## config.mk

```make
export PLATFORM = sky130hd
export DESIGN_NAME = acl_uart_reporter
export DESIGN_NICKNAME = d
export VERILOG_FILES = /design/src/verilog/acl_uart_pkg.sv /design/src/verilog/acl_readings_hold.sv /design/src/verilog/acl_uart_reporter.sv /design/src/verilog/reading_hex_ascii.sv /design/src/verilog/uart_line_feed.sv /design/src/verilog/uart_tx_serial.sv
export VERILOG_INCLUDE_DIRS = /design/src /design/src/verilog
export SDC_FILE = /design/constraint.sdc
export NUM_CORES = 1
export LEC_CHECK = 0
export BUFFER_PORTS_ARGS = -buffer_cell sky130_fd_sc_hd__buf_4
export CORE_MARGIN = 10
export CORE_UTILIZATION = 50
export CTS_CLUSTER_DIAMETER = 100
export DETAILED_ROUTE_END_ITERATION = 16
export PLACE_DENSITY_LB_ADDON = 0.12
export SYNTH_ARGS = -nofsm -noshare
export SYNTH_HDL_FRONTEND = slang
export SYNTH_HIERARCHICAL = 1
export SYNTH_SLANG_ARGS = --single-unit
```

## constraint.sdc

```tcl
create_clock -name i_clk -period 13.45 [get_ports i_clk]
set_input_delay 2.0175 -clock i_clk [delete_from_list [all_inputs] [get_ports i_clk]]
set_output_delay 2.0175 -clock i_clk [all_outputs]
set_load 0.02 [all_outputs]
```

## src/verilog/acl_uart_defs.svh

```systemverilog
/*
  Shared macros for the reading to UART text path
  Clock rate, baud divisor, field count and line length
*/
`ifndef ACL_UART_DEFS_SVH
`define ACL_UART_DEFS_SVH

// Timing --------------------------------------------------
`define ACL_FCLK        20000000     // System clock in Hz
`define ACL_BAUD        115200       // UART line rate

// Clocks per UART bit, rounded to nearest
`define ACL_BAUD_DIV    ((`ACL_FCLK + (`ACL_BAUD / 2)) / `ACL_BAUD)

// Line format ---------------------------------------------
`define ACL_FIELD_COUNT 4            // X, Y, Z, temperature
`define ACL_HEX_DIGITS  4            // Hex chars per reading

// 16 hex chars, 3 spaces, CR and LF
`define ACL_LINE_BYTES  21

`endif

```

## src/verilog/acl_uart_pkg.sv

```systemverilog
/*
  Types for the reading to UART text path
  Vector typedefs and the two state enums
*/
`include "acl_uart_defs.svh"

package acl_uart_pkg;

  // Vector types ------------------------------------------
  typedef logic [15:0] reading_t;                              // One sensor reading
  typedef logic [`ACL_FIELD_COUNT*16-1:0] readings_t;          // X in low bits, temp on top
  typedef logic [7:0] ascii_char_t;                            // One character
  typedef logic [`ACL_HEX_DIGITS*8-1:0] ascii_field_t;         // First char in top byte
  typedef logic [`ACL_LINE_BYTES*8-1:0] uart_line_t;           // First byte in top byte

  // State machines ----------------------------------------
  typedef enum logic [1:0] {
    feed_idle, feed_load, feed_send, feed_wait
  } feed_state_t;

  typedef enum logic [1:0] {
    tx_idle, tx_start, tx_data, tx_stop
  } tx_state_t;

endpackage : acl_uart_pkg

```

## src/verilog/acl_readings_hold.sv

```systemverilog
/*
  Measurement capture register
  Loads on a valid pulse only while no line is being sent
*/
`timescale 1ns/1ps

module acl_readings_hold (
  input  logic                   i_clk,
  input  logic                   i_rst,
  input  acl_uart_pkg::readings_t i_readings,       // Raw X, Y, Z, temp
  input  logic                   i_readings_valid, // One-cycle pulse
  input  logic                   i_line_busy,      // Line feed in transmission
  output acl_uart_pkg::readings_t o_readings        // Held set for conversion
);

  logic s_capture;

  // Drop, do not queue, a pulse that lands during a line
  assign s_capture = i_readings_valid & ~i_line_busy;

  //----------------------------------------------------------
  // Hold register
  //----------------------------------------------------------
  // Text under transmission never changes beneath the feed
  always_ff @(posedge i_clk) begin : p_hold
    if (i_rst) begin
      o_readings <= '0;                   // All fields read as zero
    end else if (s_capture) begin
      o_readings <= i_readings;           // Latest measurement set
    end
  end : p_hold

endmodule : acl_readings_hold

```

## src/verilog/acl_uart_reporter.sv

```systemverilog
/*
  Top level: readings capture, hex conversion, UART line out
  Instances and wires only
*/
`timescale 1ns/1ps
`include "acl_uart_defs.svh"

module acl_uart_reporter (
  input  logic                    i_clk,             // 20 MHz system clock
  input  logic                    i_rst,             // Sync, active high
  input  acl_uart_pkg::readings_t i_readings,        // X, Y, Z, temp
  input  logic                    i_readings_valid,  // One-cycle pulse
  input  logic                    i_tx_go,           // Start one line
  output logic                    o_uart_tx,
  output logic                    o_line_busy
);

  localparam int c_reading_w = $bits(acl_uart_pkg::reading_t);

  logic s_clk_20mhz;
  logic s_rst_20mhz;

  acl_uart_pkg::readings_t    s_held_readings;              // Stable during a line
  acl_uart_pkg::ascii_field_t s_fields [`ACL_FIELD_COUNT];  // Hex text per reading

  // Byte strobe between feed and transmitter
  acl_uart_pkg::ascii_char_t s_tx_data;
  logic                      s_tx_valid;
  logic                      s_tx_ready;
  logic                      s_line_busy;

  assign s_clk_20mhz = i_clk;
  assign s_rst_20mhz = i_rst;
  assign o_line_busy = s_line_busy;

  //----------------------------------------------------------
  // Capture and conversion
  //----------------------------------------------------------
  acl_readings_hold u_readings_hold (
    .i_clk            (s_clk_20mhz),
    .i_rst            (s_rst_20mhz),
    .i_readings       (i_readings),
    .i_readings_valid (i_readings_valid),
    .i_line_busy      (s_line_busy),       // Freeze during a line
    .o_readings       (s_held_readings)
  );

  // One converter per reading, field 0 is X
  for (genvar gi = 0; gi < `ACL_FIELD_COUNT; gi++) begin : g_hex
    reading_hex_ascii u_reading_hex_ascii (
      .i_clk     (s_clk_20mhz),
      .i_rst     (s_rst_20mhz),
      .i_reading (s_held_readings[gi*c_reading_w +: c_reading_w]),
      .o_field   (s_fields[gi])
    );
  end : g_hex

  //----------------------------------------------------------
  // UART line out
  //----------------------------------------------------------
  uart_line_feed u_uart_line_feed (
    .i_clk       (s_clk_20mhz),
    .i_rst       (s_rst_20mhz),
    .i_fields    (s_fields),
    .i_tx_go     (i_tx_go),
    .o_tx_data   (s_tx_data),
    .o_tx_valid  (s_tx_valid),
    .i_tx_ready  (s_tx_ready),
    .o_line_busy (s_line_busy)
  );

  uart_tx_serial u_uart_tx_serial (
    .i_clk      (s_clk_20mhz),
    .i_rst      (s_rst_20mhz),
    .i_tx_data  (s_tx_data),
    .i_tx_valid (s_tx_valid),
    .o_tx_ready (s_tx_ready),
    .o_uart_tx  (o_uart_tx)          // 8N1 at ACL_BAUD
  );

endmodule : acl_uart_reporter

```

## src/verilog/reading_hex_ascii.sv

```systemverilog
/*
  One 16-bit reading to four upper-case hex ASCII chars
  Output registered, most significant nibble first
*/
`timescale 1ns/1ps
`include "acl_uart_defs.svh"

module reading_hex_ascii (
  input  logic                      i_clk,
  input  logic                      i_rst,
  input  acl_uart_pkg::reading_t    i_reading,  // Held reading
  output acl_uart_pkg::ascii_field_t o_field     // First char in top byte
);

  localparam acl_uart_pkg::ascii_char_t c_ascii_zero = 8'h30;  // '0'
  localparam acl_uart_pkg::ascii_char_t c_ascii_a_off = 8'h37; // 'A' minus 10

  acl_uart_pkg::ascii_field_t s_field_next;

  // Nibble to character, 0-9 then A-F
  function automatic acl_uart_pkg::ascii_char_t nibble_to_ascii(input logic [3:0] i_nibble);
    if (i_nibble < 4'd10) begin
      return c_ascii_zero + {4'd0, i_nibble};
    end else begin
      return c_ascii_a_off + {4'd0, i_nibble};
    end
  endfunction

  //----------------------------------------------------------
  // Conversion
  //----------------------------------------------------------
  // Nibble i maps to byte i, so the top nibble lands in the top byte
  always_comb begin : p_convert
    for (int i = 0; i < `ACL_HEX_DIGITS; i++) begin
      s_field_next[i*8 +: 8] = nibble_to_ascii(i_reading[i*4 +: 4]);
    end
  end : p_convert

  always_ff @(posedge i_clk) begin : p_field_reg
    if (i_rst) begin
      o_field <= {`ACL_HEX_DIGITS{c_ascii_zero}};  // Reads as "0000"
    end else begin
      o_field <= s_field_next;                     // One cycle behind input
    end
  end : p_field_reg

endmodule : reading_hex_ascii

```

## src/verilog/uart_line_feed.sv

```systemverilog
/*
  UART line feed: latches the text line on a go pulse
  Hands 21 bytes to the transmitter over a valid/ready strobe
*/
`timescale 1ns/1ps
`include "acl_uart_defs.svh"

module uart_line_feed (
  input  logic                       i_clk,
  input  logic                       i_rst,
  input  acl_uart_pkg::ascii_field_t i_fields [`ACL_FIELD_COUNT], // Field 0 sent first
  input  logic                       i_tx_go,     // Start one line
  output acl_uart_pkg::ascii_char_t  o_tx_data,   // Byte on offer
  output logic                       o_tx_valid,
  input  logic                       i_tx_ready,
  output logic                       o_line_busy  // High while a line is out
);

  localparam int c_line_bits = `ACL_LINE_BYTES * 8;
  localparam int c_field_bits = `ACL_HEX_DIGITS * 8;
  localparam int c_field_stride = c_field_bits + 8;              // Field plus space
  localparam int c_idx_w = $clog2(`ACL_LINE_BYTES);
  localparam logic [c_idx_w-1:0] c_last_idx = c_idx_w'(`ACL_LINE_BYTES - 1);

  localparam acl_uart_pkg::ascii_char_t c_space = 8'h20;
  localparam acl_uart_pkg::ascii_char_t c_cr = 8'h0D;
  localparam acl_uart_pkg::ascii_char_t c_lf = 8'h0A;

  acl_uart_pkg::feed_state_t s_state;
  acl_uart_pkg::uart_line_t  s_line_next;  // Assembled from live fields
  acl_uart_pkg::uart_line_t  s_line;       // Latched line, shifts left per byte
  logic [c_idx_w-1:0]        s_byte_idx;   // Bytes accepted so far
  logic                      s_accept;

  //----------------------------------------------------------
  // Line assembly
  //----------------------------------------------------------
  always_comb begin : p_assemble
    s_line_next = '0;
    for (int f = 0; f < `ACL_FIELD_COUNT; f++) begin
      s_line_next[c_line_bits-1 - f*c_field_stride -: c_field_bits] = i_fields[f];
      // Separator after every field but the last
      if (f < `ACL_FIELD_COUNT - 1) begin
        s_line_next[c_line_bits-1 - f*c_field_stride - c_field_bits -: 8] = c_space;
      end
    end
    s_line_next[15:0] = {c_cr, c_lf};  // Line end
  end : p_assemble

  assign s_accept = o_tx_valid & i_tx_ready;        // Handshake
  assign o_tx_data = s_line[c_line_bits-1 -: 8];    // Always the top byte
  assign o_line_busy = (s_state != acl_uart_pkg::feed_idle);

  // Latched text, payload only
  always_ff @(posedge i_clk) begin : p_line_reg
    if ((s_state == acl_uart_pkg::feed_idle) && i_tx_go) begin
      s_line <= s_line_next;           // Latch in the go cycle
    end else if (s_accept) begin
      s_line <= s_line << 8;           // Next byte to the top
    end
  end : p_line_reg

  //----------------------------------------------------------
  // Byte sequencer FSM
  //----------------------------------------------------------
  always_ff @(posedge i_clk) begin : p_feed_fsm
    if (i_rst) begin
      s_state <= acl_uart_pkg::feed_idle;
      o_tx_valid <= 1'b0;
      s_byte_idx <= '0;
    end else begin
      case (s_state)
        acl_uart_pkg::feed_idle: begin
          if (i_tx_go) s_state <= acl_uart_pkg::feed_load;  // Busy from next cycle
        end
        acl_uart_pkg::feed_load: begin
          s_byte_idx <= '0;
          o_tx_valid <= 1'b1;                  // Offer first byte
          s_state <= acl_uart_pkg::feed_send;
        end
        acl_uart_pkg::feed_send: begin
          if (s_accept) begin
            if (s_byte_idx == c_last_idx) begin
              o_tx_valid <= 1'b0;              // Last byte gone
              s_state <= acl_uart_pkg::feed_wait;
            end else begin
              s_byte_idx <= s_byte_idx + 1'b1;
            end
          end
        end
        acl_uart_pkg::feed_wait: begin
          // Hold busy until the final stop bit is out
          if (i_tx_ready) s_state <= acl_uart_pkg::feed_idle;
        end
        default: s_state <= acl_uart_pkg::feed_idle;
      endcase
    end
  end : p_feed_fsm

endmodule : uart_line_feed

```

## src/verilog/uart_tx_serial.sv

```systemverilog
/*
  8N1 UART transmitter, baud from a clock divisor
  Plain valid/ready byte strobe, ready only while idle
*/
`timescale 1ns/1ps
`include "acl_uart_defs.svh"

module uart_tx_serial (
  input  logic                      i_clk,
  input  logic                      i_rst,
  input  acl_uart_pkg::ascii_char_t i_tx_data,   // Byte to send
  input  logic                      i_tx_valid,
  output logic                      o_tx_ready,  // High in idle only
  output logic                      o_uart_tx    // Serial line, idles high
);

  localparam int c_baud_w = $clog2(`ACL_BAUD_DIV);
  localparam logic [c_baud_w-1:0] c_baud_last = c_baud_w'(`ACL_BAUD_DIV - 1);

  acl_uart_pkg::tx_state_t   s_state;
  logic [c_baud_w-1:0]       s_baud_cnt;   // Clocks within one bit
  logic                      s_baud_end;   // Last clock of a bit
  logic [2:0]                s_bit_cnt;    // Data bit index
  acl_uart_pkg::ascii_char_t s_shift;      // LSB goes out next

  assign o_tx_ready = (s_state == acl_uart_pkg::tx_idle);
  assign s_baud_end = (s_baud_cnt == c_baud_last);

  //----------------------------------------------------------
  // Baud counter
  //----------------------------------------------------------
  always_ff @(posedge i_clk) begin : p_baud
    if (i_rst) begin
      s_baud_cnt <= '0;
    end else if ((s_state == acl_uart_pkg::tx_idle) || s_baud_end) begin
      s_baud_cnt <= '0;                  // Restart per bit
    end else begin
      s_baud_cnt <= s_baud_cnt + 1'b1;
    end
  end : p_baud

  // Data shift register, payload only
  always_ff @(posedge i_clk) begin : p_shift
    if (o_tx_ready && i_tx_valid) begin
      s_shift <= i_tx_data;              // Load on acceptance
    end else if (s_baud_end && (s_state != acl_uart_pkg::tx_stop)) begin
      s_shift <= s_shift >> 1;           // Start and data bit ends
    end
  end : p_shift

  //----------------------------------------------------------
  // Bit FSM
  //----------------------------------------------------------
  always_ff @(posedge i_clk) begin : p_tx_fsm
    if (i_rst) begin
      s_state <= acl_uart_pkg::tx_idle;
      s_bit_cnt <= '0;
      o_uart_tx <= 1'b1;                 // Line idles high
    end else begin
      case (s_state)
        acl_uart_pkg::tx_idle: begin
          o_uart_tx <= 1'b1;
          if (i_tx_valid) begin
            o_uart_tx <= 1'b0;           // Start bit from acceptance
            s_state <= acl_uart_pkg::tx_start;
          end
        end
        acl_uart_pkg::tx_start: begin
          if (s_baud_end) begin
            o_uart_tx <= s_shift[0];     // Data bit 0
            s_bit_cnt <= '0;
            s_state <= acl_uart_pkg::tx_data;
          end
        end
        acl_uart_pkg::tx_data: begin
          if (s_baud_end) begin
            if (s_bit_cnt == 3'd7) begin
              o_uart_tx <= 1'b1;         // Stop bit
              s_state <= acl_uart_pkg::tx_stop;
            end else begin
              o_uart_tx <= s_shift[0];
              s_bit_cnt <= s_bit_cnt + 1'b1;
            end
          end
        end
        acl_uart_pkg::tx_stop: begin
          if (s_baud_end) s_state <= acl_uart_pkg::tx_idle;  // Ready again
        end
        default: s_state <= acl_uart_pkg::tx_idle;
      endcase
    end
  end : p_tx_fsm

endmodule : uart_tx_serial
```

# Yosys cells after proc, flatten, opt, wreduce, memory -nomap -nowiden
# Cells that the tools add are included.
op_classes:
  reduce_logical: 19
  bitwise: 3
  n_mux: 46
  n_eq_ne: 21
  order_cmp: 16
  add_sub_neg: 35
op_table:
  columns: ["operator", "count"]
  rows:
  - ["168-bit 2-to-1 mux", 2]
  - ["6-bit by 4-bit adder with 7-bit output, first input constant", 32]
  - ["8-bit 2-to-1 mux", 18]
  - ["4-bit less-than comparator, second input constant", 16]
  - ["2-bit 2-to-1 mux", 9]
  - ["2-bit by 1-bit inequality test with 1-bit output, second input constant", 8]
  - ["2-bit case mux with 4 select lines", 2]
  - ["5-bit 2-to-1 mux", 2]
  - ["5-bit case mux with 2 select lines", 1]
  - ["2-bit nonzero test", 5]
  - ["3-bit 2-to-1 mux", 3]
  - ["3-bit AND reduction", 3]
  - ["8-bit by 1-bit adder with 8-bit output, second input constant", 1]
  - ["2-bit == test, second input constant", 4]
  - ["8-bit == test, second input constant", 1]
  - ["2-bit inequality test, second input constant", 4]
  - ["4-bit AND reduction", 2]
  - ["1-bit 2-to-1 mux", 6]
  - ["3-bit case mux with 2 select lines", 1]
  - ["5-bit by 1-bit adder with 5-bit output, second input constant", 1]
  - ["5-bit == test, second input constant", 1]
  - ["5-bit AND reduction", 1]
  - ["2-bit by 1-bit == test with 1-bit output, second input constant", 2]
  - ["2-bit zero test", 2]
  - ["10 further kinds", 13]
totals:
  out_inout_bits: 2
  reg_bits: 380
  input_bits: 68
  wordCells: 155

# Longest topological paths before layout
logic_depth:
  ltp_word: 4
  mapped_depth: 8

# Hierarchy
# The synthesis kept the hierarchy.
by_module_without_submodules:
  columns: ["module", "instances", "area_per_inst_um2", "cells_per_inst"]
  rows:
  - ["uart_line_feed", 1, 6652.6, 469]
  - ["reading_hex_ascii", 4, 1097.3, 107]
  - ["acl_readings_hold", 1, 2992.9, 292]
  - ["uart_tx_serial", 1, 1132.3, 103]

# Least setup slack after synthesis
# Ideal clock, no wire load.
synth_path:
  path_kind: "input to register"
  start: "input port i_tx_go"
  end: "register u_uart_line_feed.s_line[100] (enable)"
  setup_time_ns: 1.122
  cell_stages: 2
  n_path_buf: 0
  arrival_time_ns: 4.241
  slack_ns: 8.087
  cell_sequence: "nand2_1 nand2_1"
synth_between:
  elab_chain_cells: 2
synth_lines:
  columns: ["item", "line_no", "rtl"]
  rows:
  - ["from (decl)", "acl_uart_reporter.sv:13", "input logic i_tx_go,"]
  - ["1-bit logical AND", "uart_line_feed.sv:56", "if ((s_state == acl_uart_pkg::feed_idle) && i_tx_go) begin"]
  - ["2-bit nonzero test (no source line)", null, null]
  - ["to (signal assigned)", "uart_line_feed.sv:57", "s_line <= s_line_next;"]
  - ["to (signal assigned)", "uart_line_feed.sv:59", "s_line <= s_line << 8;"]
  - ["to (decl)", "uart_line_feed.sv:31", "acl_uart_pkg::uart_line_t s_line;"]
# Every way passes these cells.
# A chain may end at the register's enable or synchronous reset.

# Final worst setup path
layout_path:
  start: "register u_uart_line_feed.s_state[0]"
  end: "output port o_line_busy"
layout_between:
  elab_chain_cells: 1
layout_lines:
  columns: ["item", "line_no", "rtl"]
  rows:
  - ["from (decl)", "uart_line_feed.sv:29", "acl_uart_pkg::feed_state_t s_state;"]
  - ["from (signal assigned)", "uart_line_feed.sv:68", "s_state <= acl_uart_pkg::feed_idle;"]
  - ["from (signal assigned)", "uart_line_feed.sv:74", "if (i_tx_go) s_state <= acl_uart_pkg::feed_load;"]
  - ["from (signal assigned)", "uart_line_feed.sv:79", "s_state <= acl_uart_pkg::feed_send;"]
  - ["2-bit nonzero test", "uart_line_feed.sv:52", "assign o_line_busy = (s_state != acl_uart_pkg::feed_idle);"]
  - ["to (decl)", "acl_uart_reporter.sv:15", "output logic o_line_busy"]
# Every way passes these cells.

==> metrics.md <==
| Metric | Value |
|---|---|
| Total Wirelength | 29.1 mm |
| Initial antenna violation count | 0 |
| Vias in the first global route | 9079 |
| Outcome | finished clean |
| Dpl ws | 8730 ps |
| Post-CTS Hold Buffers | 0 |
| Initial core utilization | 50.9% |
| Routability Congestion | 0.766 |
| Cell count of the worst reg-to-reg path | 8 |
| FF+latch count, synth | 361 |
| Critical Path Fanout Max | 67 |
| Pin count of the biggest net entering global routing | 135 |
| H-tree depth | 2 |
| Slew Viols, Final | 0 |
| CTS tree | yes |
| Most numerous cell in the Yosys netlist | dfxtp_1 |
| GRT Resource Usage Total | 14.8% |
| Cts repair resizes | 0 |
| Pwr Total | 0.00366 W |
| Die height | 194 µm |
| Clk sinks | 361 |
| WHS Path Cells | 2 |
| Complex-gate fraction of the synthesized area | 16.8% |
| Number of synthesized flops with an enable pin | 136 |
| RSZ-0062 raised after global routing | false |
| Minimum setup slack in the final design | 9260 ps |
| Achievable Freq | 239 MHz |
| Core box area | 29800 µm² |
| WL/cell | 16.8 µm |
| Cell taking the most area after synthesis | dfxtp_1 |
| Hold Crit Class | flop to flop |
| Synth cell count leaders | dfxtp_1 (225), edfxtp_1 (136), a22o_1 (122) |
| Max Buffers Root-to-Sink | 3 |
| Count of cell types in the netlist | 55 |
| Synth Area in Simple Gates | 15.7% |
| Pwr dens | 216 nW/µm² |
| Final setup vio count | 0 |
| First-pass GRT wire length | 47.5 mm |
| PortBufs | 69 |
| Layout cells sized above 1 | 15.5% |
| Total negative slack | 0 ps |
| Initial DRC count | 501 |
| CP arrival | 2170 ps |
| Tcrit/Tclk final | 31.2% |
| Worst Skew | 17.7 ps |
| Setup bufs post-CTS | 0 |
| Mux contribution to synthesized area | 1.85% |
| Async set or reset register ratio after synthesis | 0% |
| Minimum clock period | 4190 ps |
| Clock buffer count from CTS | 38 |
| Crit path required time | 11430 ps |
| Die Width | 194 µm |
| Largest family of logic cells by synthesized area | compound AO/OA/AOI/OAI gates |
| Top FF cell, synth | dfxtp_1 |
| Number of nets in the layout | 1416 |
| Critical path capture point type | output pin |
| Reg clk slew, reported paths | 60 ps |
| Type of origin of the critical path | flop |
| Sequential fraction of the synthesis area | 56.6% |
| Synth area leaders | dfxtp_1 (30%), edfxtp_1 (27%), a22o_1 (7.0%) |
| Initial DRT Pass Iterations | 5 |
| Area growth, synth to finish | 11.7% |
| Final hold violation count | 0 |
| Row count | 63 |
| Syn_area_per_cell | 11.7 µm² |
| Peak VDD IR | 0.142 mV |
| DIE AREA | 37700 µm² |
| DRC viols | 0 |
| Root Buffer | clkbuf_16 |
| Worst slew pin tran | 1160 ps |
| Relative slew slack | 22.6% |
| GR Overflow Total | 0 |
| Max-cap viol count | 0 |
| Diode count | 0 |
| Xor and xnor area share after synthesis | 0.404% |
| Ys Warns | 6 |
| Synthesized instance count | 1292 |
| Post-DP HPWL | 17.7 mm |
| ANT nets after route | 0 |
| Synth Area in Adders | 2.64% |
| Vias per inst | 5.45 |
| Post-synth top area share | 29.7% |
| Num ports | 70 |
| CP Class | flop to output pin |
| LEAKAGE | 6.17 nW |
| Syn Std Cell Area | 15200 µm² |
| Vias after detailed routing | 9452 |
| Clk_lat worst skew | 520 ps |
[per-stage QoR]
| step | utilization (%) | hold WS [ps] | instances | cell area, µm² |
|---|---|---|---|---|
| finish | 56.8 | 455 | 1735 | 16900 |
| global placement | 52.3 | 432 | 1666 | 15600 |
| global route | 56.8 | 469 | 1735 | 16900 |
| CTS | 56.8 | 456 | 1735 | 16900 |
| detailed placement | 52.3 | 448 | 1666 | 15600 |
| floorplan | - | 423 | 1304 | 15200 |
[worst paths after layout]
kind                                    start                      endpoint  slack, ps
setup / recovery  u_uart_line_feed/s_state[0]                   o_line_busy       9260
hold reg to reg   u_uart_line_feed/s_line[88]   u_uart_line_feed/s_line[88]        460
setup reg to reg  u_uart_line_feed/s_state[0]  u_uart_line_feed/s_line[167]       9700
hold / removal    u_uart_line_feed/s_line[88]   u_uart_line_feed/s_line[88]        460
[placed cells by master (no fill, tap or decap), types with 33 or more instances in the layout]
| cell type | count |
|---|---|
| a21oi_1 | 60 |
| a22o_1 | 122 |
| buf_4 | 76 |
| clkbuf_16 | 40 |
| dfxtp_1 | 225 |
| edfxtp_1 | 136 |
| inv_1 | 43 |
| nand2_1 | 70 |
| nand2b_1 | 66 |
| nand4bb_1 | 64 |
| nor2_1 | 33 |
| o21ai_0 | 34 |
| o21ai_1 | 77 |
[registers in the layout, indices dropped and copies added, names as in the netlist]
name	count
u_uart_line_feed/o_tx_valid	1
u_uart_line_feed/s_line	155
u_uart_tx_serial/o_uart_tx	1
u_uart_tx_serial/s_bit_cnt	3
u_uart_line_feed/s_state	2
u_uart_line_feed/s_byte_idx	5
g_hex.u_reading_hex_ascii/o_field	112
u_readings_hold/o_readings	64
u_uart_tx_serial/s_shift	8
u_uart_tx_serial/s_baud_cnt	8
u_uart_tx_serial/s_state	2
[logic make-up (layout without fill, tap and decap cells)]
logic type | after synthesis | after routing
AO/OA/AOI/OAI | 363 | 363
XOR/XNOR | 7 | 7
adder cells (fa/ha/maj) | 32 | 32
buffers and inverters | 150 | 191
flip-flops | 361 | 361
multiplexers | 25 | 25
other | 4 | 16
AND/OR/NAND/NOR | 350 | 350
[per-layer routing]
layer | part of all wire [%] | GRT usage, %
met1 | 47 | 19.4
met2 | 49 | 24.8
met3 | 3.2 | 2.84
met4 | 1.5 | 3.49
met5 | 0 | 0
[worst max-delay path, cell delays in order, from the launching register on]
cell and delay (ps):
dfxtp_1 400, inv_1 100, ha_1 320, inv_2 70
buf_4 510, buf_4 260
[report_power, final]
group          leakage [nW]  switching (W)  internal, W
clock                 0.672       0.000420     0.000705
combinational          2.30       0.000484     0.000328
sequential             3.20       0.000174      0.00155
[layout make-up]
| class | count | area, µm² |
|---|---|---|
| clock buffer | 49 | 1080 |
| clock inverter | 20 | 285 |
| fill | 2508 | 12900 |
| inverter | 45 | 169 |
| multi-input combinational | 793 | 5740 |
| sequential | 361 | 8590 |
| tap | 390 | 488 |
| timing repair buffer | 77 | 582 |
No activity file was read; power rests on OpenSTA's default activity.
